--- src/prog_ram.sv ---
// programmable memory
// one write port on clk, registered read on the pixel enable
// the word type selects attribute, graphics or palette storage
`timescale 1ns/1ps
`default_nettype none

module prog_ram #(
    parameter type word_t = logic [7:0],
    parameter int  AW     = 8
) (
    input  logic          clk,
    input  logic          cen,
    input  logic          we,
    input  logic [AW-1:0] wr_addr,
    input  logic [AW-1:0] rd_addr,
    input  word_t         din,
    output word_t         q
);

    word_t mem [2**AW];

    // loading port, any clock
    always_ff @(posedge clk) begin
        if (we) begin
            mem[wr_addr] <= din;
        end
    end

    // read data appears on the next enable
    always_ff @(posedge clk) begin
        if (cen) begin
            q <= mem[rd_addr];
        end
    end

    wr_addr_known: assert property (@(posedge clk)
        we |-> !$isunknown(wr_addr));

endmodule

`default_nettype wire

--- config.mk ---
export PLATFORM = sky130hd
export DESIGN_NAME = prog_ram
export DESIGN_NICKNAME = d
export VERILOG_FILES = /design/src/prog_ram.sv
export SDC_FILE = /design/constraint.sdc
export NUM_CORES = 2
export LEC_CHECK = 0
export BUFFER_PORTS_ARGS = -buffer_cell sky130_fd_sc_hd__clkbuf_2
export CAP_MARGIN = 5
export CORE_MARGIN = 8
export CORE_UTILIZATION = 50
export CTS_CLUSTER_DIAMETER = 40
export DETAILED_ROUTE_END_ITERATION = 16
export GPL_ROUTABILITY_DRIVEN = 0
export PLACE_DENSITY = 0.74
export SLEW_MARGIN = 20
export SYNTH_ARGS = -nofsm -noshare
export SYNTH_HDL_FRONTEND = slang
export SYNTH_SLANG_ARGS = --single-unit
--- constraint.sdc ---
create_clock -name clk -period 4.6 [get_ports clk]
set_input_delay 0.46 -clock clk [delete_from_list [all_inputs] [get_ports clk]]
set_output_delay 0.46 -clock clk [all_outputs]
set_load 0.03 [all_outputs]
* Yosys cells after proc, flatten, opt, wreduce, memory -nomap -nowiden *
Memories as Yosys holds them, arrays and structs flattened. A register that Yosys moved wholly into a read port is not among the register bits.
Cells that the tools add are included.

cells by class
  multiplexer cells = 2

operators by type and width
  cell               number
  two-way mux 1 bit  2

storage, ports and cells
  register bits = 0
  memory bits (writable) = 2048
  input port bits = 27
  output and inout bits = 8
  logic and storage cells = 3
  memories kept = 1

memories
  memory  words  bits a word  rd ports  clocked after memory_dff  wr ports  line  text
  mem     256    8            1         1                         1         20    word_t mem [2**AW];

* Logic depth before layout (Yosys ltp) *
  word-level depth = 2
  depth in mapped cells = 11
  mapped depth without buffers = 6

* Worst setup path before layout *
Ideal clock, no wire load.

  path type = in2reg
  start = input port rd_addr[0]
  end = register q[2] in the netlist's numbering, read port of mem (data pin)
  library setup time = 269 ps
  arrival = 2267 ps
  required time = 4331 ps
  setup slack = 2064 ps
  stages = 9
  buffers on the path = 4
  cell sequence = buf_6 > buf_12 > buf_8 > buf_2 > mux4_2 > a22oi_1 > a21oi_1 > nor4_1 > nor4_2

RTL lines
  item                line  text
  start: declaration  15    input logic [AW-1:0] rd_addr,
  end: declaration    17    output word_t q

==> flow_metrics.py <==
metrics = {
    "drt": {
        "ant_nets": 0,
        "detail_route.wl_per_cell_um": 31.5,
        "firstDrtPassIters": 6,
        "first_iter_violations": 5791,
        "avgViaCountPerCell": 6.48,
        "finalWirelength_mm": 194,
        "vias": 39800,
        "route.detailed.drc": 0,
    },
    "sta": {
        "holdWs_ns": 0.112,
        "setup_viol": 0,
        "max_slew_margin_pct": 22.4,
        "worst_pin_slew_ns": 1.16,
        "fin_setup_tns_ns": 0,
        "fin_crit_ns": 3.59,
        "fmax_ghz": 0.278,
        "finClkSkew_ns": 0.0399,
        "rsz0062_at_grt": "false",
        "drv_slew": 0,
        "setup_slack_ns": 1.01,
        "min_period_over_period_pct": 78.1,
        "hold_violations": 0,
    },
    "setup_path": {
        "cp_num_buf_inv": 3,
        "r2r_slack_ns": 1.57,
        "worst_ep_required_time_ns": 5.16,
        "slowest_delay_ns": 0.68,
        "crit_path_end_kind": "flip-flop",
        "arrival_ns": 4.15,
        "cp_top_family": "compound AO/OA/AOI/OAI gates",
        "cp_cell_sequence": "buf_8, buf_12, buf_4, mux4_2, a22o_1, a221oi_1, o32ai_1, nor3_1, nor4_1",
        "crit_path_max_fanout": 56,
        "cp-start-kind": "primary input",
        "crit_slowest_cell": "a221oi_1",
        "crit_type": "in -> reg",
    },
    "outcome": {
        "status": "finished, final reports clean",
    },
    "clocking": {
        "post_cts_buffers": 0,
        "postCtsHoldBufs": 0,
        "cts_tree": "yes",
        "cts-root-buf": "clkbuf_16",
        "cts_buffers": 217,
        "worstSkewPairLatency_ns": 0.83,
        "ctsLongestPathBuffers": 3,
        "htreeDepth": 4,
        "clk_pin_slew_worst_paths_ns": 0.06,
        "cts.sinks": 2056,
        "cts-resized-gates": 0,
    },
    "placement": {
        "dpl_worst_slack_ns": 0.181,
        "detailed_place_hpwl_mm": 115,
        "port_buffers": 34,
    },
    "floorplan": {
        "die_x_um": 415,
        "rows": 146,
        "io_pins": 35,
        "die_h_um": 415,
        "initial_core_util_pct": 50.3,
        "dieArea_um2": 172000,
        "coreArea_um2": 158000,
    },
    "layout": {
        "final-seq-area_um2": 61700,
        "final_util_pct": 56.7,
        "layout.nets": 3920,
        "fillers": 11100,
        "drive_above_1_share_pct": 24.0,
        "multi_input_area_um2": 16500,
        "synthToLayoutAreaGrowth_pct": 12.7,
    },
    "pwr": {
        "power_frac_seq_pct": 51.4,
        "clockPowerShare_pct": 44.0,
        "switchingPower_uw": 8690,
        "power_density_nw_per_um2": 449,
        "switching_share_pct": 21.6,
        "combPwrFrac_pct": 4.6,
        "p_leak_uw": 0.0278,
        "p_int_uw": 31600,
        "finalPower_uw": 40300,
        "ir_worst_vdd_mv": 0.386,
    },
    "global_routing": {
        "grt_usage_pct": 22.1,
        "grt_most_used_layer": "met2",
        "grt_max_degree": 154,
        "met2_usage_pct": 34.5,
        "grtUsageMet3_pct": 5.13,
        "grt_pass1_wl_mm": 281,
        "use_met1_pct": 29.9,
        "antenna_found_initial": 7,
        "grt_pass1_vias": 40000,
        "grt.overflow.total": 0,
    },
    "logic_synthesis": {
        "ys_seq_area_share_pct": 77.5,
        "synthTopCellsByArea": "edfxtp_1 78%, mux4_2 13%, mux2i_1 1.7%",
        "synth_area_um2": 79600,
        "yosys.area.top_type": "edfxtp_1",
        "netlist.area_leader.share_pct": 77.5,
        "synth.distinct_cells": 54,
        "ys_ff_latch": 2056,
        "synth_area_per_cell_um2": 21.3,
        "ys_warn_count": 0,
        "syn-num-nets": 3760,
        "syn-instance-count": 3733,
    },
    "worst_hold_path": {
        "hold_class": "in -> reg",
    },
    "job": {
        "maxCapViolations": 0,
    },
}
-- cells by family after synthesis --
group	count (synthesis)	share of synthesized area (%)
compound gates	385	3.42
flops	2056	77.5
buf+inv	235	1.83
mux	591	14.6
simple gates	466	2.63
-- state kept, by name, summed over array words and instances (netlist names) --
register	cells
mem	2048
q	8
-- metal layers --
| metal | vias up | part of all wire (%) |
|---|---|---|
| met2 | 2616 | 47 |
| met1 | 20700 | 37 |
| met3 | 457 | 11 |
| met5 | - | 0 |
| met4 | 0 | 4.6 |
| li1 | 16100 | - |
-- stage by stage --
stage,area [um2],cells
after floorplan,79600,3733
after global placement,82400,5744
after detailed placement,82400,5744
after CTS,89700,6140
after global routing,89700,6143
final,89800,6150
-- synthesized netlist by cell type, drive strengths merged --
library cell	count
and3	1
a2111oi	5
a21boi	1
o22ai	28
or3b	1
nand2	33
a211oi	16
edfxtp	2056
o22a	5
or2b	1
nand2b	8
and3b	2
o311ai	1
nor3	22
nand3	34
clkbuf	111
o32ai	5
clkinv	1
nor2b	31
nor2	282
a21oi	96
nor4b	1
a311oi	2
o221ai	47
a22o	8
a22oi	133
o21ai	12
a31oi	2
mux2	1
inv	1
and2	6
nand3b	2
nor3b	1
o211ai	10
nand4	10
mux2i	134
or2	4
nor4	27
a221oi	14
mux4	456
buf	122
-- path summary, 6_finish.rpt --
check,from,end,depth (start not counted)
worst max register to register,mem[211][3]$_DFFE_PP_,q[3]$_DFFE_PP_,6
worst min register to register,mem[54][2]$_DFFE_PP_,q[2]$_DFFE_PP_,7
worst min-delay path,din[0],mem[153][0]$_DFFE_PP_,1
worst max-delay path,rd_addr[1],q[3]$_DFFE_PP_,9
-- power groups by stage --
stage               clock network (uW)  logic, uW  registers, uW
global route                     18500       1940          20700
floorplan                            0       1000          21100
CTS                              17800       1850          20700
detailed placement                   0       1830          21100
global placement                     0       1800          21100
finish                           17700       1860          20700
-- area by class of cell --
class                      count  share of cell area (%)
sequential                  2056                    68.8
multi-input combinational   1442                    18.4
clock buffer                 254                    6.23
tap                         2072                    2.89
clock inverter               142                    1.89
timing repair buffer         174                    1.80
antenna                        8                  0.0223
inverter                       2                 0.00836
-- layout by cell type, fill, tap and decap left out, drive strengths merged, types with 8 or more instances in the layout --
cell type / n
bufinv: 27
nor2b: 31
nor4: 27
a22oi: 133
nand2b: 8
mux4: 456
nand3: 34
nand2: 33
o211ai: 10
clkinvlp: 14
o22ai: 28
o21ai: 12
o221ai: 47
a21oi: 96
a221oi: 14
nand4: 10
clkinv: 79
nor2: 282
edfxtp: 2056
nor3: 22
a211oi: 16
buf: 144
inv: 24
clkbuf: 284
mux2i: 134
a22o: 8
diode: 8
-- worst register-to-register path, delay by kind of cell, from the launching register on --
family,cells,cell delay (ns)
simple gates,2,0.60
compound gates,3,1.29
flops,1,0.36
mux,1,0.48
Note: power is estimated with default switching activity, not from simulation.
