<file path="src/video_timing_pkg.sv">
// video timing package
// slot and line timing constants of the object scan
// plus the state type of the line sequencer
`default_nettype none

package video_timing_pkg;

    localparam int SLOT_PIXELS = 16;   // enables per object slot
    localparam int NUM_SLOTS   = 32;   // object slots per line
    localparam int PIPE_DRAIN  = 24;   // enables after the last slot

    localparam logic [8:0] POSX_NONE = 9'h100;  // no pixel on this enable

    // line sequencer states
    typedef enum logic [1:0] {
        LS_IDLE  = 2'd0,   // waiting for line_start
        LS_RUN   = 2'd1,   // walking the slots
        LS_DRAIN = 2'd2    // draw pipeline emptying
    } line_state_t;

endpackage

`default_nettype wire
</file>
<file path="src/obj_scan_if.sv">
// object scan interface
// pixel enable, slot counters and line state shared by
// the pixel timer, line sequencer and object drawer
`timescale 1ns/1ps
`default_nettype none

interface obj_scan_if;

    logic       cen;      // pixel clock enable
    logic [3:0] pxlcnt;   // pixel within slot
    logic [4:0] objcnt;   // slot within line
    logic       run;      // slots being walked
    logic [7:0] vline;    // line being drawn

    modport timer_mp (
        output cen,
        output pxlcnt,
        output objcnt,
        input  run
    );

    modport seq_mp (
        output run,
        output vline,
        input  cen,
        input  pxlcnt,
        input  objcnt
    );

    modport draw_mp (
        input cen,
        input pxlcnt,
        input objcnt,
        input run,
        input vline
    );

endinterface

`default_nettype wire

</file>
<file path="src/line_sequencer.sv">
// line sequencer
// accepts line_start when idle, walks 32 slots of 16 enables,
// lets the draw pipeline drain, then pulses line_done for one clock
`timescale 1ns/1ps
`default_nettype none

module line_sequencer import video_timing_pkg::*; (
    input  logic        clk,
    input  logic        reset,
    input  logic        line_start,
    input  logic [7:0]  vpos,
    output logic        line_done,
    obj_scan_if.seq_mp  scan
);

    localparam int DRAIN_W = $clog2(PIPE_DRAIN + 1);

    line_state_t        state;
    logic [DRAIN_W-1:0] drain_cnt;   // enables spent in LS_DRAIN
    logic               run_q;
    logic               last_pxl;    // slot 31 pixel 15 on an enable
    logic               accept;

    assign last_pxl = scan.cen && scan.objcnt == 5'(NUM_SLOTS - 1)
                      && scan.pxlcnt == 4'(SLOT_PIXELS - 1);
    assign accept   = state == LS_IDLE && line_start;  // ignored mid line

    always_ff @(posedge clk) begin
        line_done <= 1'b0;   // single clock pulse
        if (reset) begin
            state     <= LS_IDLE;
            run_q     <= 1'b0;
            drain_cnt <= '0;
        end else begin
            case (state)
                LS_IDLE: begin
                    if (accept) begin
                        state <= LS_RUN;
                        run_q <= 1'b1;
                    end
                end
                LS_RUN: begin
                    if (last_pxl) begin
                        state     <= LS_DRAIN;
                        run_q     <= 1'b0;
                        drain_cnt <= '0;
                    end
                end
                LS_DRAIN: begin
                    if (scan.cen) begin
                        drain_cnt <= drain_cnt + 1'b1;
                        if (drain_cnt == DRAIN_W'(PIPE_DRAIN - 1)) begin
                            state     <= LS_IDLE;
                            line_done <= 1'b1;
                        end
                    end
                end
                default: state <= LS_IDLE;
            endcase
        end
    end

    // line number held for the whole line
    always_ff @(posedge clk) begin
        if (accept) begin
            scan.vline <= vpos;
        end
    end

    assign scan.run = run_q;

    // every line starts from slot 0 pixel 0
    run_starts_at_zero: assert property (@(posedge clk) disable iff (reset)
        $rose(scan.run) |-> scan.objcnt == '0 && scan.pxlcnt == '0);

endmodule

`default_nettype wire

</file>
<file path="src/flat_wrapper.sv">
// flat-port wrapper written by rule: the top's interface ports become plain ports
module line_sequencer_flat import video_timing_pkg::*;
  (clk, reset, line_start, vpos, line_done, scan_run, scan_vline, scan_cen, scan_pxlcnt, scan_objcnt);
  obj_scan_if scan_i ();
  input  logic clk;
  input  logic reset;
  input  logic line_start;
  input  logic [7:0] vpos;
  output logic line_done;
  output wire logic [$bits(scan_i.run)-1:0] scan_run;
  output wire logic [$bits(scan_i.vline)-1:0] scan_vline;
  input wire logic [$bits(scan_i.cen)-1:0] scan_cen;
  input wire logic [$bits(scan_i.pxlcnt)-1:0] scan_pxlcnt;
  input wire logic [$bits(scan_i.objcnt)-1:0] scan_objcnt;
  assign scan_run = scan_i.run;
  assign scan_vline = scan_i.vline;
  assign scan_i.cen = scan_cen;
  assign scan_i.pxlcnt = scan_pxlcnt;
  assign scan_i.objcnt = scan_objcnt;
  line_sequencer u_core (.clk(clk), .reset(reset), .line_start(line_start), .vpos(vpos), .line_done(line_done), .scan(scan_i));
endmodule
</file>
<file path="config.mk">
export PLATFORM = sky130hd
export DESIGN_NAME = line_sequencer_flat
export DESIGN_NICKNAME = d
export VERILOG_FILES = /design/src/video_timing_pkg.sv /design/src/obj_scan_if.sv /design/src/line_sequencer.sv /design/src/flat_wrapper.sv
export SDC_FILE = /design/constraint.sdc
export NUM_CORES = 1
export LEC_CHECK = 0
export BUFFER_PORTS_ARGS = -buffer_cell sky130_fd_sc_hd__buf_4
export CORE_MARGIN = 5
export CORE_UTILIZATION = 35
export DETAILED_ROUTE_END_ITERATION = 16
export GPL_TIMING_DRIVEN = 1
export PLACE_DENSITY = 0.69
export SETUP_SLACK_MARGIN = 0.02
export SYNTH_ARGS = -nofsm -noshare
export SYNTH_HDL_FRONTEND = slang
export SYNTH_SLANG_ARGS = --single-unit
</file>
<file path="constraint.sdc">
create_clock -name clk -period 4.4 [get_ports clk]
set_input_delay 0.22 -clock clk [delete_from_list [all_inputs] [get_ports clk]]
set_output_delay 0.22 -clock clk [all_outputs]
set_load 0.02 [all_outputs]
</file>
After elaboration in Yosys (flattened, before gate mapping). Cells that the tools add are included.

Output and inout port bits: 10. Bits in registers: 17.

$add $sub $neg: 1. Equality and inequality tests: 9. Bitwise logic cells: 2. Reduce and logical (&&, ||, !) cells: 10. Muxes and demuxes: 12.

Operator list (number): $eq 5x5->1 const B (2); $mux 5 (2); $pmux 5 s2 (1); $mux 2 (4); $ne 2x1->1 const B (3); $pmux 2 s3 (1); $reduce_and 3->1 (2); $add 5x1->5 const B (1); $eq 4x4->1 const B (1); $reduce_and 4->1 (1); $reduce_bool 2->1 (2); $logic_and 1x1->1 (3); $mux 1 (3); $reduce_or 3->1 (1); $eq 2x1->1 const B (1); $eq 2x2->1 const B (1); $logic_not 2->1 (1); $ne 2x2->1 const B (1); $not 1->1 (2); $pmux 1 s2 (1).

Depth between registers and ports, before layout. Gate-level depths: netlist (run 1).

Word-level depth: 5. Depth in mapped cells: 5.

Least setup slack after synthesis (run 1). No wires, ideal clock.

Kind: flip-flop to flip-flop. Start: register u_core.state[1]. End: register u_core.scan.vline[0], enable pin. Required time: 4.011 ns. Buffers on the path: 0. Clock period less this slack: 1.497 ns. Stages on the path, launching flop included: 2. Setup slack: 2.903 ns. Data arrival time: 1.108 ns. Cells stage by stage: dfxtp_1 > nor3b_1.

Longest elaborated chain between the ends: 2.

Ends and longest elaborated chain: start, declared (RTL line line_sequencer.sv:18) `line_state_t state;`; start signal, assigned (RTL line line_sequencer.sv:31) `state <= LS_IDLE;`; start signal, assigned (RTL line line_sequencer.sv:38) `state <= LS_RUN;`; start signal, assigned (RTL line line_sequencer.sv:44) `state <= LS_DRAIN;`; $logic_not 2->1 (RTL line line_sequencer.sv:26) `assign accept = state == LS_IDLE && line_start;`; $logic_and 1x1->1 (RTL line line_sequencer.sv:26); net u_core.accept (RTL line line_sequencer.sv:22) `logic accept;`; end signal, assigned (RTL line line_sequencer.sv:66) `scan.vline <= vpos;`; end, declared (RTL line obj_scan_if.sv:24) `output vline,`.

The timed path passes the listed nets, and every way through them passes these cells. A chain may end at the register's enable or synchronous reset.

Worst setup path after layout (run 1).
Start: register u_core.state[1]. End: register u_core.state[0].

Longest elaborated chain between the ends: 4. Elaborated cells between the ends (all ways): 10.

Ends and longest elaborated chain (RTL line): $logic_not 2->1 (line_sequencer.sv:26); $logic_and 1x1->1 (line_sequencer.sv:26); net u_core.accept (line_sequencer.sv:22); $ne 2x1->1 (no source line); $reduce_and 4->1 (no source line).

The timed path passes the listed nets, and every way through them passes these cells.

==> results.md, run 1 <==
- Die Area: between 2000 and 3000 um^2
- Largest net degree at the start of global routing: 11
- R2R Setup Slk: around 2.7 ns
- VDD IR-drop max: between 0.15 and 0.2 mV
- RePlAce Congestion: about 0.72
- Placed Instances: 108
- Switching portion of total power: between 20% and 30%
- Power Internal: 227 uW
- WP buf/inv: 0
- Root Buffer: clkbuf_4
- Clock Latency Late Sink: just under 0.3 ns
- Vias in the first global route: approximately 560
- CTS tree: done
- Area Overhead vs Synth: 42.1%
- NumNets Final: 110
- Outcome: complete, no violations
- Fin crit share: about two fifths
- Gr usage total: between 10% and 20%
- Row Count: 15
- # setup viols final: 0
- PD cells: between 300 and 400 nW/um^2
- Crit-path cells: nor3b_1, o21ba_2, nor2_1
- Drt via density: roughly 5
- Die X: about 54 um
- HPWL Detailed: between 1 and 1.5 mm
- Final critical-path required period: ~1.7 ns
- Aggregate negative setup slack: 0 ns
- Largest stage delay, worst path: about 1 ns
- Num CTS Buffers: 3
- Slew @ Worst Pin: about 1.2 ns
- Iteration-0 DRC Markers: 7
- Post-CTS sizing: 0
- Final Non-Filler Cells: between 100 and 150
- Leakage: roughly 0.42 nW
- Number of port buffers: 30
- Drt wl/cell: between 10 and 15 um
- Pre-CTS setup slack: between 2 and 3 ns
- CP arrival: between 1.5 and 2 ns
- Final worst setup slack: about 2.7 ns
- Worst Setup Path Type: reg2reg
- Grt ovf: 0
- Sequential share of the synthesized area: 62.3%
- Startpoint Class: register
- Slew Viols, Final: 0
- Ant. Diodes: 0
- Die H: 53.9 um
- Worst EP required: roughly 4.6 ns
- Slowest stage cell on the critical path: nor3b_1
- Met1 Track Usage GR: approximately an eighth
- Routing usage on met3: under 10%
- Hold-fix buffer count after cts: 0
- Post-Route WL: approximately 1.4 mm
- GRT busiest layer: met2
- Largest delay contributor family on the critical path: simple AND/OR/NAND/NOR gates
- GRT met2 Usage: roughly a fifth
- Worst relative slew slack: approximately a fifth
- Clock Path Buffers: 2
- Critical path peak fanout: 10
- Clock Skew: around 0.0046 ns
- Post-Syn Nets: 75
- H-Tree Depth: 1
- Synth unique cells: 23
- Max cap viols: 0
- RSZ-0062 raised after global routing: false
- Mapped Cells: 53
- Global-route wire length before repair: roughly 2.4 mm
- Yosys warning count: 0
- Peak Freq: 575 MHz
- Ports: 31
- Starting Density: 37.8%
- Antenna violations before repair: 0
- Register bit total from synthesis: 17
- Ratio of cells with drive above 1 in the final layout: 43.7%
- Switch Pwr: just under 70 uW
- Drt first pass iters: 2
- Avg Cell Area, Syn: between 10 and 15 um^2
- Worst Setup End Kind: register
- Part of the power in registers: between 50 and 60%
- Combinational power share: around an eighth
- CTS sink cnt: 17
- # DRC: 0
- Core Util, Final: 53.8%
- Most common cell after layout, fill and taps aside: buf_4
- Netlist Area Pre-Place: about 670 um^2
- Vias: about 560
- Clk pwr share: between 20% and 30%
- Hold Violations, Final: 0
- Pwr Total: 295 uW
- Worst hold path class: in2reg
- DRT antenna net count: 0
- Clk pin slew, worst setup/hold paths: approximately 0.1 ns
- Commonest cells after routing, fill and taps aside: 30 x buf_4, 9 x dfxtp_1, 8 x edfxtp_1
- Core area: 1780 um^2
- Post-CTS setup buffers: 0
## stage by stage
stage          instance area [um^2]  hold WS, ns
3_3_place_gp                    931        0.399
2_1_floorplan                   674        0.291
5_1_grt                         958       0.0790
3_5_place_dp                    931        0.401
6_report                        958        0.108
4_1_cts                         958       0.0979
## cell usage after synthesis
library cell,count,area (um^2)
nor4_4,1,21.3
o21ai_0,1,5.00
nor3b_1,1,7.51
nand2b_1,1,6.26
o21ba_2,1,10.0
ha_1,1,12.5
nand4_1,3,18.8
nand3b_1,1,7.51
nor2_1,4,15.0
nor3b_2,1,12.5
a32o_1,1,10.0
a21o_1,4,30.0
nand3_1,5,25.0
a31oi_1,1,6.26
inv_1,1,3.75
nand2_1,2,7.51
nor3_1,2,10.0
nor2b_1,1,6.26
a311oi_2,1,15.0
dfxtp_1,9,180
o31ai_1,2,15.0
edfxtp_1,8,240
nor4b_1,1,8.76
## power by group through the flow
stage / Combinational [mW] / Sequential [mW] / Clock [mW]
6_report: 0.0390 / 0.175 / 0.0806
5_1_grt: 0.0419 / 0.176 / 0.0941
4_1_cts: 0.0396 / 0.175 / 0.0853
3_5_place_dp: 0.0396 / 0.179 / 0
3_3_place_gp: 0.0388 / 0.179 / 0
2_1_floorplan: 0.00829 / 0.185 / 0
## state kept, by name (all words and copies together), names as in the netlist
register,cells
u_core.scan.vline,8
u_core.drain_cnt,5
u_core.state,2
u_core.line_done,1
u_core.scan.run,1
## per-layer routing
| metal | share of wire (%) | wire length, um | vias to the layer above |
|---|---|---|---|
| met3 | 12 | 168 | 0 |
| met1 | 38 | 548 | 257 |
| met4 | 0 | 0 | 0 |
| li1 | - | - | 275 |
| met5 | 0 | 0 | - |
| met2 | 50 | 710 | 23 |
## worst reg2reg max path: cells and delay by family (launching register included)
family / cells / cell delay (ns)
compound gates: 1 / 0.27
flops: 1 / 0.36
simple gates: 2 / 1.05
## cells by family (layout without fill, tap and decap cells)
group           Yosys count  in the layout  share of synthesized area (%)
simple gates             23             23                           21.7
flops                    17             17                           62.3
compound gates           11             11                           13.5
fa+ha+maj                 1              1                           1.85
buf+inv                   1             35                          0.556
## cell type report
class	instances	area (um^2)
fillers	166	825
inverters	1	3.75
repair buffers	30	225
well taps	25	31.3
clock buffers	3	22.5
clock inverters	1	5.00
flip-flops and latches	17	420
multi-input cells	35	250
## final timing paths
kind / from / end / cells past startpoint
max: u_core.state[1] / u_core.state[0] / 3
min: vpos[1] / u_core.scan.vline[1] / 1
max reg2reg: u_core.state[1] / u_core.state[0] / 3
min reg2reg: u_core.drain_cnt[1] / u_core.drain_cnt[1] / 1
(Power assumes the default switching activity.)
==> run 2, diff against run 1 <==
--- a/config.mk
+++ b/config.mk
@@ -10,7 +10,7 @@
 export CORE_UTILIZATION = 35
 export DETAILED_ROUTE_END_ITERATION = 16
 export GPL_TIMING_DRIVEN = 1
-export PLACE_DENSITY = 0.69
+export PLACE_DENSITY = 0.71
 export SETUP_SLACK_MARGIN = 0.02
 export SYNTH_ARGS = -nofsm -noshare
 export SYNTH_HDL_FRONTEND = slang
==> constraint.sdc (replaced) <==
create_clock -name clk -period 1.4 [get_ports clk]
set_input_delay 0.07 -clock clk [delete_from_list [all_inputs] [get_ports clk]]
set_output_delay 0.07 -clock clk [all_outputs]
set_load 0.02 [all_outputs]
==> results.md, run 2 (synthesized netlist as in run 1, its figures left out) <==
- Starting Density: 37.8%
- Commonest cells after routing, fill and taps aside: 34 x buf_4, 9 x dlygate4sd3_1, 8 x dfxtp_1, 8 x edfxtp_1, 5 x nand3_1
- Peak Freq: 759 MHz
- Core Util, Final: between 60% and 70%
- Global-route wire length before repair: roughly 2.3 mm
- Biggest register: u_core.scan.vline
- Vias: between 500 and 600
- Ant. Diodes: 0
- Outcome: complete, no violations
- Worst relative slew slack: between 70% and 80%
- Die Area: 2900 um^2
- Final critical-path required period: 1.32 ns
- Number of port buffers: 30
- Flip-flop count of the largest register after layout: 8
- Die X: 53.9 um
- Largest net degree at the start of global routing: 11
- Leakage: just under 0.5 nW
- Largest stage delay, worst path: ~0.47 ns
- Core area: approximately 1800 um^2
- CTS sink cnt: 17
- Pwr Total: 961 uW
- Ratio of cells with drive above 1 in the final layout: a little over two fifths
- Die H: about 54 um
- Root Buffer: clkbuf_4
- Worst hold path class: in2reg
- R2R Setup Slk: slightly above 0.08 ns
- Antenna violations before repair: 0
- Num CTS Buffers: 3
- CP arrival: between 1.5 and 2 ns
- Worst Setup Path Type: reg2reg
- Critical path peak fanout: 6
- Clock Skew: 0.00699 ns
- Iteration-0 DRC Markers: 4
- VDD IR-drop max: a little under 0.6 mV
- Worst Setup End Kind: register
- Most common cell after layout, fill and taps aside: buf_4
- Slew Viols, Final: 0
- Post-Route WL: roughly 1.6 mm
- Aggregate negative setup slack: 0 ns
- Vias in the first global route: between 500 and 600
- Slew @ Worst Pin: between 0.3 and 0.4 ns
- # setup viols final: 0
- Final Non-Filler Cells: approximately 130
- Drt via density: ~4.7
- Clk pin slew, worst setup/hold paths: 0.10 ns
- NumNets Final: 123
- Fin crit share: between 90% and 100%
- Startpoint Class: register
- H-Tree Depth: 1
- Drt wl/cell: between 10 and 15 um
- Crit-path cells: nand2b_1, nor4_4, a311oi_4, a21o_1
- Hold Violations, Final: 0
- Drt first pass iters: 2
- Row Count: 15
- Regs by FF count: u_core.scan.vline (8), u_core.drain_cnt (5), u_core.state (2)
- Placed Instances: 110
- Clock Latency Late Sink: between 0.2 and 0.3 ns
- Max cap viols: 0
- Hold WS: roughly 0.085 ns
- CTS tree: done
- # DRC: 0
- Area Overhead vs Synth: 63.3%
- Ports: 31
- Worst EP required: between 1.5 and 2 ns
- PD cells: slightly below 900 nW/um^2
- Gr usage total: a little under an eighth
- DRT antenna net count: 0
- Grt ovf: 0
- Clock Path Buffers: 2
- Slowest stage cell on the critical path: dfxtp_1
- RePlAce Congestion: around 0.8
[run 2: cell count changes in the layout (fill, tap and decap cells not counted), sizes merged]
| cell | previous run | this run |
|---|---|---|
| clkbuf | 3 | 4 |
| dlygate4sd3 | 0 | 9 |
| buf | 30 | 34 |
| clkinv | 1 | 0 |
[run 2: layer usage]
| layer | track usage [%] | vias to the layer above | wire, um | share of wire, % |
|---|---|---|---|---|
| li1 | - | 301 | - | - |
| met1 | 12.3 | 261 | 686 | 44 |
| met2 | 18.5 | 23 | 694 | 44 |
| met3 | 2.49 | 4 | 143 | 9.1 |
| met4 | 10.2 | 0 | 43 | 2.7 |
| met5 | 0 | - | 0 | 0 |
[run 2: power breakdown]
part           switching, mW  internal, mW
sequential           0.00917         0.542
clock                  0.149         0.111
combinational         0.0647        0.0855
[run 2: final timing paths]
check | end | from | depth (start not counted)
worst max-delay path | u_core.drain_cnt[2] | u_core.state[1] | 4
worst min-delay path | u_core.drain_cnt[1] | scan_cen | 2
worst max register to register | u_core.drain_cnt[2] | u_core.state[1] | 4
worst min register to register | u_core.scan.run | u_core.scan.run | 2
[run 2: layout make-up]
cell class,instances,area (um^2)
inverters,1,3.75
repair buffers,43,345
clock buffers,4,26.3
multi-input cells,35,273
flip-flops and latches,17,422
fillers,155,682
well taps,25,31.3
[run 2: worst max-delay path, delay by kind of cell (launching register included)]
family	cells	cell delay, ns
compound gates	2	0.49
flops	1	0.47
simple gates	2	0.31
[run 2: per-stage QoR]
stage,instance area [um^2],worst slack (ns)
floorplan,679,0.190
global placement,951,0.0994
detailed placement,951,0.0164
CTS,1070,0.0162
global route,1100,-0.00654
finish,1100,0.0823
[run 2: what timing repair did]
| action | in CTS | in global routing |
|---|---|---|
| resized for setup | 1 | 2 |
| endpoints found under the hold margin | 11 | 0 |
| hold buffers | 9 | 0 |
| setup buffers | 0 | 2 |
| pin swaps | 0 | 1 |
| endpoints found under the setup margin | 1 | 5 |
