--- src/obj_types_pkg.sv ---
// object types package
// attribute bytes, planar graphics words and palette colours
// shared by the object memories and the drawer
`default_nettype none

package obj_types_pkg;

    typedef logic [7:0] attr_byte_t;   // one byte of the attribute table

    // four 4-bit planes, pixel n of the word sits in bit 3-n of each plane
    typedef struct packed {
        logic [3:0] z;
        logic [3:0] y;
        logic [3:0] x;
        logic [3:0] w;
    } gfx_word_t;

    typedef logic [7:0] pal_entry_t;   // palette output colour
    typedef logic [3:0] col_idx_t;     // colour index inside one palette
    typedef logic [3:0] pal_id_t;      // palette select

    localparam col_idx_t TRANSPARENT_IDX = 4'hf;  // empty slots
    localparam int OBJ_BYTES  = 4;
    localparam int OBJ_HEIGHT = 16;
    localparam int OBJ_WIDTH  = 16;
    localparam int Y_BIAS     = 2;     // stored y minus this is the top line

    // attribute byte order inside one object
    localparam int ATTR_CODE_LO = 0;   // code[7:0]
    localparam int ATTR_CODE_HI = 1;   // code[10:8] in 7:5, x[8] in 4, palette in 3:0
    localparam int ATTR_Y       = 2;
    localparam int ATTR_X       = 3;   // x[7:0]

    // colour index of pixel n, plane w gives the msb
    function automatic col_idx_t pixel_idx(gfx_word_t word, int n);
        return {word.w[3-n], word.x[3-n], word.y[3-n], word.z[3-n]};
    endfunction

endpackage

`default_nettype wire

--- src/video_timing_pkg.sv ---
// video timing package
// slot and line timing constants of the object scan
// plus the state type of the line sequencer
`default_nettype none

package video_timing_pkg;

    localparam int SLOT_PIXELS = 16;   // enables per object slot
    localparam int NUM_SLOTS   = 32;   // object slots per line
    localparam int PIPE_DRAIN  = 24;   // enables after the last slot

    localparam logic [8:0] POSX_NONE = 9'h100;  // no pixel on this enable

    // line sequencer states
    typedef enum logic [1:0] {
        LS_IDLE  = 2'd0,   // waiting for line_start
        LS_RUN   = 2'd1,   // walking the slots
        LS_DRAIN = 2'd2    // draw pipeline emptying
    } line_state_t;

endpackage

`default_nettype wire
--- src/obj_scan_if.sv ---
// object scan interface
// pixel enable, slot counters and line state shared by
// the pixel timer, line sequencer and object drawer
`timescale 1ns/1ps
`default_nettype none

interface obj_scan_if;

    logic       cen;      // pixel clock enable
    logic [3:0] pxlcnt;   // pixel within slot
    logic [4:0] objcnt;   // slot within line
    logic       run;      // slots being walked
    logic [7:0] vline;    // line being drawn

    modport timer_mp (
        output cen,
        output pxlcnt,
        output objcnt,
        input  run
    );

    modport seq_mp (
        output run,
        output vline,
        input  cen,
        input  pxlcnt,
        input  objcnt
    );

    modport draw_mp (
        input cen,
        input pxlcnt,
        input objcnt,
        input run,
        input vline
    );

endinterface

`default_nettype wire

--- src/obj_draw.sv ---
// object drawer
// latches the four attribute bytes of each slot, tests the line zone,
// fetches four planar words, unpacks them into colour indices and
// sends one palette colour with its column per pixel enable
`timescale 1ns/1ps
`default_nettype none

module obj_draw import obj_types_pkg::*, video_timing_pkg::*; #(
    parameter int GFX_AW = 10
) (
    input  logic              clk,
    input  logic              reset,
    input  logic              obj_enable,
    obj_scan_if.draw_mp       scan,
    output logic [6:0]        attr_addr,
    input  attr_byte_t        attr_data,
    output logic [GFX_AW-1:0] gfx_addr,
    input  gfx_word_t         gfx_data,
    output logic [7:0]        pal_addr,
    input  pal_entry_t        pal_data,
    output pal_entry_t        pxl,
    output logic [8:0]        posx
);

    localparam int         CODE_W  = GFX_AW - 6;  // row and word take 6 bits
    localparam logic [3:0] LOAD_PH = 4'd5;        // word 0 of a slot is back

    // front end, slot being read
    logic [10:0] code;
    logic [7:0]  obj_y;
    logic [7:0]  x_lo;
    logic        x_hi;
    pal_id_t     fr_pal;
    logic        fr_zone;      // slot covers vline
    logic [7:0]  y_cur;
    logic [7:0]  top;
    logic [7:0]  row;
    logic        in_zone;

    // back end, slot being drawn
    logic [3:0]  ph;           // pixel phase, keeps going through the drain
    pal_id_t     bk_pal;
    logic        bk_zone;
    gfx_word_t   shf;          // plane shifters
    col_idx_t    col_idx;
    logic [8:0]  col_x;        // column of the index on pal_addr
    logic [8:0]  col_d;        // column of the palette read
    logic        zone_d;

    assign attr_addr = {scan.objcnt, scan.pxlcnt[1:0]};  // byte n read at count n

    // attribute latch, byte n returns at count n+1
    always_ff @(posedge clk) begin
        if (scan.cen) begin
            case (scan.pxlcnt)
                4'(ATTR_CODE_LO + 1): code[7:0] <= attr_data;
                4'(ATTR_CODE_HI + 1): begin
                    code[10:8] <= attr_data[7:5];
                    x_hi       <= attr_data[4];
                    fr_pal     <= attr_data[3:0];
                end
                4'(ATTR_Y + 1): obj_y <= attr_data;
                4'(ATTR_X + 1): x_lo  <= attr_data;
                default: ;
            endcase
            // graphics word pxlcnt[3:2] of the current slot
            if (scan.pxlcnt[1:0] == 2'd3) begin
                gfx_addr <= {code[CODE_W-1:0], row[3:0], scan.pxlcnt[3:2]};
            end
        end
    end

    // y is still on the bus at count 3, so word 0 needs no extra wait
    assign y_cur   = (scan.pxlcnt == 4'(ATTR_Y + 1)) ? attr_data : obj_y;
    assign top     = y_cur - 8'(Y_BIAS);
    assign row     = scan.vline - top;
    assign in_zone = scan.vline >= top && row < 8'(OBJ_HEIGHT);

    // zone flag handed over once per slot, cleared so idle slots stay empty
    always_ff @(posedge clk) begin
        if (reset) begin
            fr_zone <= 1'b0;
        end else if (scan.cen) begin
            if (scan.pxlcnt == 4'(ATTR_Y + 1)) begin
                fr_zone <= in_zone;
            end else if (ph == LOAD_PH) begin
                fr_zone <= 1'b0;
            end
        end
    end

    // follows pxlcnt during the line, free runs after it
    always_ff @(posedge clk) begin
        if (reset) begin
            ph <= '0;
        end else if (scan.cen) begin
            ph <= scan.run ? scan.pxlcnt + 4'd1 : ph + 4'd1;
        end
    end

    // slot handover to the back end
    always_ff @(posedge clk) begin
        if (reset) begin
            bk_zone <= 1'b0;
            bk_pal  <= '0;
        end else if (scan.cen && ph == LOAD_PH) begin
            bk_zone <= fr_zone;
            bk_pal  <= fr_zone ? fr_pal : pal_id_t'(0);  // empty slot uses palette 0
        end
    end

    // plane unpacking and column count
    always_ff @(posedge clk) begin
        if (scan.cen) begin
            if (ph[1:0] == LOAD_PH[1:0]) begin
                shf <= gfx_data;            // every fourth enable
            end else begin
                shf.z <= shf.z << 1;
                shf.y <= shf.y << 1;
                shf.x <= shf.x << 1;
                shf.w <= shf.w << 1;
            end
            col_x <= (ph == LOAD_PH) ? {x_hi, x_lo} : col_x + 9'd1;  // 9 bit wrap
            col_d <= col_x;                 // matches the palette read
        end
    end

    assign col_idx  = bk_zone ? pixel_idx(shf, 0) : TRANSPARENT_IDX;
    assign pal_addr = {bk_pal, col_idx};

    // output stage
    always_ff @(posedge clk) begin
        if (reset) begin
            zone_d <= 1'b0;
            posx   <= POSX_NONE;
        end else if (scan.cen) begin
            zone_d <= bk_zone;
            posx   <= (obj_enable && zone_d) ? col_d : POSX_NONE;
        end
    end

    always_ff @(posedge clk) begin
        if (scan.cen) begin
            pxl <= obj_enable ? pal_data : 8'hff;
        end
    end

    posx_off_when_disabled: assert property (@(posedge clk) disable iff (reset)
        scan.cen && !obj_enable |=> posx == POSX_NONE);

endmodule

`default_nettype wire

--- src/flat_wrapper.sv ---
// flat-port wrapper written by rule: the top's interface ports become plain ports
module obj_draw_flat import obj_types_pkg::*, video_timing_pkg::*;
#(
    parameter int GFX_AW = 10
)
  (clk, reset, obj_enable, attr_addr, attr_data, gfx_addr, gfx_data, pal_addr, pal_data, pxl, posx, scan_cen, scan_pxlcnt, scan_objcnt, scan_run, scan_vline);
  obj_scan_if scan_i ();
  input  logic clk;
  input  logic reset;
  input  logic obj_enable;
  output logic [6:0] attr_addr;
  input  attr_byte_t attr_data;
  output logic [GFX_AW-1:0] gfx_addr;
  input  gfx_word_t gfx_data;
  output logic [7:0] pal_addr;
  input  pal_entry_t pal_data;
  output pal_entry_t pxl;
  output logic [8:0] posx;
  input wire logic [$bits(scan_i.cen)-1:0] scan_cen;
  input wire logic [$bits(scan_i.pxlcnt)-1:0] scan_pxlcnt;
  input wire logic [$bits(scan_i.objcnt)-1:0] scan_objcnt;
  input wire logic [$bits(scan_i.run)-1:0] scan_run;
  input wire logic [$bits(scan_i.vline)-1:0] scan_vline;
  assign scan_i.cen = scan_cen;
  assign scan_i.pxlcnt = scan_pxlcnt;
  assign scan_i.objcnt = scan_objcnt;
  assign scan_i.run = scan_run;
  assign scan_i.vline = scan_vline;
  obj_draw #(.GFX_AW(GFX_AW)) u_core (.clk(clk), .reset(reset), .obj_enable(obj_enable), .scan(scan_i), .attr_addr(attr_addr), .attr_data(attr_data), .gfx_addr(gfx_addr), .gfx_data(gfx_data), .pal_addr(pal_addr), .pal_data(pal_data), .pxl(pxl), .posx(posx));
endmodule
--- config.mk ---
export PLATFORM = sky130hd
export DESIGN_NAME = obj_draw_flat
export DESIGN_NICKNAME = d
export VERILOG_FILES = /design/src/obj_types_pkg.sv /design/src/video_timing_pkg.sv /design/src/obj_scan_if.sv /design/src/obj_draw.sv /design/src/flat_wrapper.sv
export SDC_FILE = /design/constraint.sdc
export NUM_CORES = 1
export LEC_CHECK = 0
export ABC_AREA = 1
export BUFFER_PORTS_ARGS = -buffer_cell sky130_fd_sc_hd__buf_4
export CAP_MARGIN = 0
export CELL_PAD_IN_SITES_DETAIL_PLACEMENT = 0
export CELL_PAD_IN_SITES_GLOBAL_PLACEMENT = 2
export CORE_MARGIN = 3
export CORE_UTILIZATION = 31
export DETAILED_ROUTE_END_ITERATION = 16
export PLACE_DENSITY = 0.81
export SLEW_MARGIN = 20
export SYNTH_ARGS = -nofsm -noshare
export SYNTH_HDL_FRONTEND = slang
export SYNTH_SLANG_ARGS = --single-unit
export TNS_END_PERCENT = 10
--- constraint.sdc ---
create_clock -name clk -period 3.5 [get_ports clk]
set_clock_uncertainty 0.2 [all_clocks]
set_input_delay 1.05 -clock clk [delete_from_list [all_inputs] [get_ports clk]]
set_output_delay 1.05 -clock clk [all_outputs]
set_load 0.005 [all_outputs]
# [After elaboration in Yosys (flattened, before gate mapping)]
# Index checks and enable logic that the tools add are counted.
[totals] register_bits=97 word_cells=55 output_inout_bits=42 inputBits=54
[classes] magnitude_cmp=2 mux=9 n_addsub=5 n_eq_ne=7 n_reduce_logical=9
[op_table] cell="2-to-1 mux 9 bit" n=2
[op_table] cell="2-to-1 mux 16 bit" n=1
[op_table] cell="2-to-1 mux 4 bit" n=3
[op_table] cell="AND reduction 2 bit" n=5
[op_table] cell="adder 9 x 1 -> 9 bit, second input constant" n=1
[op_table] cell="adder 4 x 1 -> 4 bit, second input constant" n=2
[op_table] cell="equality test 4 x 2 -> 1 bit, second input constant" n=2
[op_table] cell="equality test 4 x 3 -> 1 bit, second input constant" n=2
[op_table] cell=">= comparator 8 bit" n=1
[op_table] cell="< comparator 8 x 5 -> 1 bit, second input constant" n=1
[op_table] cell="2-to-1 mux 8 bit" n=1
[op_table] cell="subtractor 8 x 2 -> 8 bit, second input constant" n=1
[op_table] cell="subtractor 8 bit" n=1
[op_table] cell="equality test 4 x 1 -> 1 bit, second input constant" n=1
[op_table] cell="logical AND 1 bit" n=3
[op_table] cell="equality test 2 x 1 -> 1 bit, second input constant" n=1
[op_table] cell="equality test 2 bit, second input constant" n=1
[op_table] cell="2-to-1 mux 1 bit" n=2
[op_table] cell="nonzero test 2 bit" n=1

# [Longest topological paths before layout]
[logic_depth] ltp_word=7 ltp_mapped=21 mapped_depth_nobuf=21

# [Least setup slack after synthesis]
# No wires, ideal clock.
[synth_path] kind="input to register" from="in scan_pxlcnt[3]" to="reg u_core.fr_zone" n_path_buf=1 slack_ns=0.122 setup_time_ns=0.070 required_ns=3.230 stages=19 arrival_time_ns=3.108 path_cell_list="nor2_2 nand2_4 buf_6 nand2_1 nand2_1 inv_1 ha_1 nand3_1 xor2_1 ha_1 nand2_1 inv_1 a21oi_1 nand2_1 nand2_1 nand2_1 nor2_1 nand2_1 a21oi_1"
[synth_via] elab_chain_len=7 elab_cells_between_ends=10 cone_classes="add/sub: 2; order compare: 2; eq/ne: 1; mux: 2; reduce/logical: 3"
[synth_rtl] element="from (decl)" line_no="flat_wrapper.sv:20" text="input wire logic [$bits(scan_i.pxlcnt)-1:0] scan_pxlcnt;"
[synth_rtl] element="equality test 4 x 2 -> 1 bit (*)" line_no="obj_draw.sv:74" text="assign y_cur = (scan.pxlcnt == 4'(ATTR_Y + 1)) ? attr_data : obj_y;"
[synth_rtl] element="2-to-1 mux 8 bit (*)" line_no="obj_draw.sv:74"
[synth_rtl] element="named net u_core.y_cur[1]" line_no="obj_draw.sv:35" text="logic [7:0] y_cur;"
[synth_rtl] element="subtractor 8 x 2 -> 8 bit (*)" line_no="obj_draw.sv:75" text="assign top = y_cur - 8'(Y_BIAS);"
[synth_rtl] element="subtractor 8 bit" line_no="obj_draw.sv:76" text="assign row = scan.vline - top;"
[synth_rtl] element="< comparator 8 x 5 -> 1 bit" line_no="obj_draw.sv:77" text="assign in_zone = scan.vline >= top && row < 8'(OBJ_HEIGHT);"
[synth_rtl] element="logical AND 1 bit (*)" line_no="obj_draw.sv:77"
[synth_rtl] element="2-to-1 mux 1 bit (*)" line_no="obj_draw.sv:84" text="if (scan.pxlcnt == 4'(ATTR_Y + 1)) begin"
[synth_rtl] element="to (signal assigned)" line_no="obj_draw.sv:85" text="fr_zone <= in_zone;"
[synth_rtl] element="to (decl)" line_no="obj_draw.sv:34" text="logic fr_zone;"
# The timed path passes the listed nets; every way through them passes the cells marked *.
# A chain may end at the register's enable or synchronous reset.

# [Worst setup path after layout]
[layout_path] from="in scan_pxlcnt[0]" to="reg u_core.fr_zone"
[layout_via] elab_chain_len=7 elab_cells_between_ends=10 cone_classes="add/sub: 2; order compare: 2; eq/ne: 1; mux: 2; reduce/logical: 3"
[layout_rtl] element="equality test 4 x 2 -> 1 bit (*)" line_no="obj_draw.sv:74, obj_draw.sv:84"
[layout_rtl] element="2-to-1 mux 8 bit" line_no="obj_draw.sv:74"
[layout_rtl] element="subtractor 8 x 2 -> 8 bit" line_no="obj_draw.sv:75"
[layout_rtl] element="subtractor 8 bit" line_no="obj_draw.sv:76"
[layout_rtl] element="< comparator 8 x 5 -> 1 bit" line_no="obj_draw.sv:77"
[layout_rtl] element="logical AND 1 bit" line_no="obj_draw.sv:77"
[layout_rtl] element="2-to-1 mux 1 bit" line_no="obj_draw.sv:84"
# Mark *: on every way between the ends. The rest lies on a longest branch, timed or not.

==> results_dict.tcl <==
set metrics [dict create \
    status "finished, final reports clean" \
    nets 590 \
    clk_path_buf_depth 2 \
    path_cells "buf_4 -> nand2_1 -> inv_2 -> nand2_4 -> inv_2 -> buf_4 -> o21ai_2 -> nand2_1 -> nor2_1 -> nand2_1 -> xor2_1 -> ha_1 -> nand2_1 -> nor2_1 -> nand3_1 -> nand3_1 -> nand2_1 -> nor2_1 -> nand2_1 -> a21oi_1" \
    cts_tree "yes" \
    diodes 0 \
    seqPwrFrac_pct 50.5 \
    clock_power_share_pct 35.8 \
    antenna_found_initial 0 \
    cts_made_buffers 9 \
    hold_viol_final 0 \
    synth_cells 430 \
    antenna_left 0 \
    synth_nets 496 \
    period_share_pct 90.46 \
    finalPower_mw 2.690 \
    finalMaxSlewViolations 0 \
    critPathSlowestCell "ha_1" \
    gp_congestion 0.7777 \
    path_common_cell "nand2_1" \
    power_frac_comb_pct 13.6 \
    grtUsageTotal_pct 11.68 \
    final_common_cell "nand2_1" \
    area_delta_synth_final_pct 26.32 \
    fin_ws_ns 0.3338 \
    worst_pin_slew_ns 0.8167 \
    internal_power_mw 2.053 \
    port_buffers 85 \
    r2r_start "u_core.obj_y[2]" \
    fin_tns_setup_ns 0 \
    fin_crit_ns 3.166 \
    hold_path.class "reg2reg" \
    crit_start "scan_pxlcnt[0]" \
    drtIter0Drc 147 \
    finalSetupViolCount 0 \
    clock-sinks 97 \
    cp.arrival_ns 3.23 \
    grt_pass1_wl_mm 14.84 \
    initial_utilization_pct 31.91 \
    die_area_um2 15870 \
    utilization_pct 40.30 \
    synth.yosys.seq_area_share_pct 60.78 \
    p_sw_mw 0.6372 \
    hpwlAfterDp_mm 6.850 \
    endpoint_kind "register" \
    startpoint_type "input port" \
    grt_pass1_vias 3005 \
    cts_resized 0 \
    required_ns 3.57 \
    most-common-layout-cells "nand2_1 (106), buf_4 (101), edfxtp_1 (77)" \
    clkTransAtPathRegs_ns 0.07 \
    grt_setup_unrepaired "no" \
    maxSlewHeadroom_pct 45.35 \
    drc 0 \
    drive_gt1_share_pct 27.41 \
    die_x_um 126.0 \
    yosys.area.top_type "edfxtp_1" \
    cts_setup_buffers 0 \
    num_io_pins 96 \
    switching_share_pct 23.69 \
    leakage_nw 2.498 \
    num_rows 43 \
    drt-total-wl_mm 9.103 \
    synth_warnings 0 \
    critPathCapture "u_core.fr_zone" \
    htreeDepth 3 \
    maxCapViolations 0 \
    reg2reg_slack_ns 1.10 \
    fillers 1386 \
    vias 3044 \
    synth.avg_cell_area_um2 10.38 \
    ys_ff_latch 97 \
    rr_worst_depth 16 \
    synthTopCellsByArea "edfxtp_1 (52%), dfxtp_1 (9.0%), nand2_1 (8.9%)" \
    vias_per_cell 4.293 \
    yosysUniqueCellTypes 34 \
    hold_slack_ns 0.2221 \
    powerDensity_nw_per_um2 477.1 \
    firstDrtPassIters 5 \
    core_um2 13990 \
    fmax_mhz 315.8 \
    max_stage_delay_ns 0.31 \
    worstSkewPairLatency_ns 0.33 \
    grt_overflow 0 \
    dpl_worst_slack_ns 0.003066 \
    ir_worst_vdd_mv 0.2631 \
    path_max_fanout 8 \
    root_buffer "clkbuf_16" \
    synthesis.area_um2 4463 \
    wl_per_cell_um 12.84 \
    die_h_um 126.0 \
    hold_buffers 0 \
    critical_path_class "in2reg" \
    grt_max_degree 53 \
    synth_top_area_share_pct 51.81 \
    r2r-end "u_core.fr_zone" \
]
## area by class of cell
type | instances | area (um^2) | share of cell area (%)
well taps | 180 | 225.2 | 3.995
repair buffers | 101 | 758.2 | 13.45
multi-input cells | 246 | 1389 | 24.63
clock inverters | 7 | 68.82 | 1.221
flip-flops and latches | 97 | 2713 | 48.11
clock buffers | 9 | 225.2 | 3.995
inverters | 69 | 259.0 | 4.594
## power by group through the flow
stage / clock network, mW / registers (mW) / logic, mW
CTS: 1.00 / 1.36 / 0.373
global placement: 0 / 1.38 / 0.368
finish: 0.964 / 1.36 / 0.367
detailed placement: 0 / 1.38 / 0.372
global route: 1.04 / 1.37 / 0.418
floorplan: 0 / 1.38 / 0.216
## cell usage after synthesis, drive strengths merged
cell type / instances
nand2: 109
edfxtp: 77
inv: 68
nand3: 24
nor2: 23
o21ai: 22
dfxtp: 20
xor2: 13
a21oi: 12
mux2: 12
ha: 11
buf: 9
clkbuf: 9
o211ai: 8
nor3: 3
nand3b: 2
nand4: 2
or2: 2
xnor2: 2
clkinv: 1
fa: 1
## worst min path at each step
stage,start,endpoint,cells past startpoint
3_3_place_gp,u_core.code[0],u_core.gfx_addr[6],0
4_1_cts,u_core.code[2],u_core.gfx_addr[8],0
2_1_floorplan,u_core.code[0],u_core.gfx_addr[6],0
5_1_grt,u_core.code[2],u_core.gfx_addr[8],0
3_5_place_dp,u_core.code[2],u_core.gfx_addr[8],0
6_report,u_core.code[2],u_core.gfx_addr[8],0
## cells by family (layout without fill, tap and decap cells)
family          after synthesis  after routing  share of synthesized area [%]
mux                          12             12                          3.028
buf+inv                      87            186                          8.102
xor+xnor                     15             15                          2.944
flops                        97             97                          60.78
fa+ha+maj                    12             12                          3.532
simple gates                165            165                          15.95
compound gates               42             42                          5.663
## per-stage QoR
step           std cells  cell area [um^2]
6_report             709              5638
5_1_grt              709              5638
4_1_cts              709              5638
3_5_place_dp         693              5344
3_3_place_gp         693              5344
2_1_floorplan        430              4463
## sequential cells by signal, summed over array words and instances, names as in the netlist, 4 cells and up
signal / flops
u_core.bk_pal: 4
u_core.code: 4
u_core.col_d: 9
u_core.col_x: 9
u_core.fr_pal: 4
u_core.gfx_addr: 10
u_core.obj_y: 8
u_core.ph: 4
u_core.posx: 9
u_core.pxl: 8
u_core.shf: 16
u_core.x_lo: 8
## worst max-delay path: cells and delay by family
kind	cells	cell delay, ns
XOR/XNOR	1	0.14
buffers and inverters	4	0.36
AND/OR/NAND/NOR	12	1.05
adder cells (fa/ha/maj)	1	0.31
AO/OA/AOI/OAI	2	0.34
## routing by layer
layer  up-vias  GRT usage [%]  part of all wire [%]
li1       1588              -                     -
met1      1381          15.78                    48
met2        69          18.90                    47
met3         6          2.757                   4.9
met4         0          3.218                  0.67
met5         -              0                     0
No activity file was read; power rests on OpenSTA's default activity.
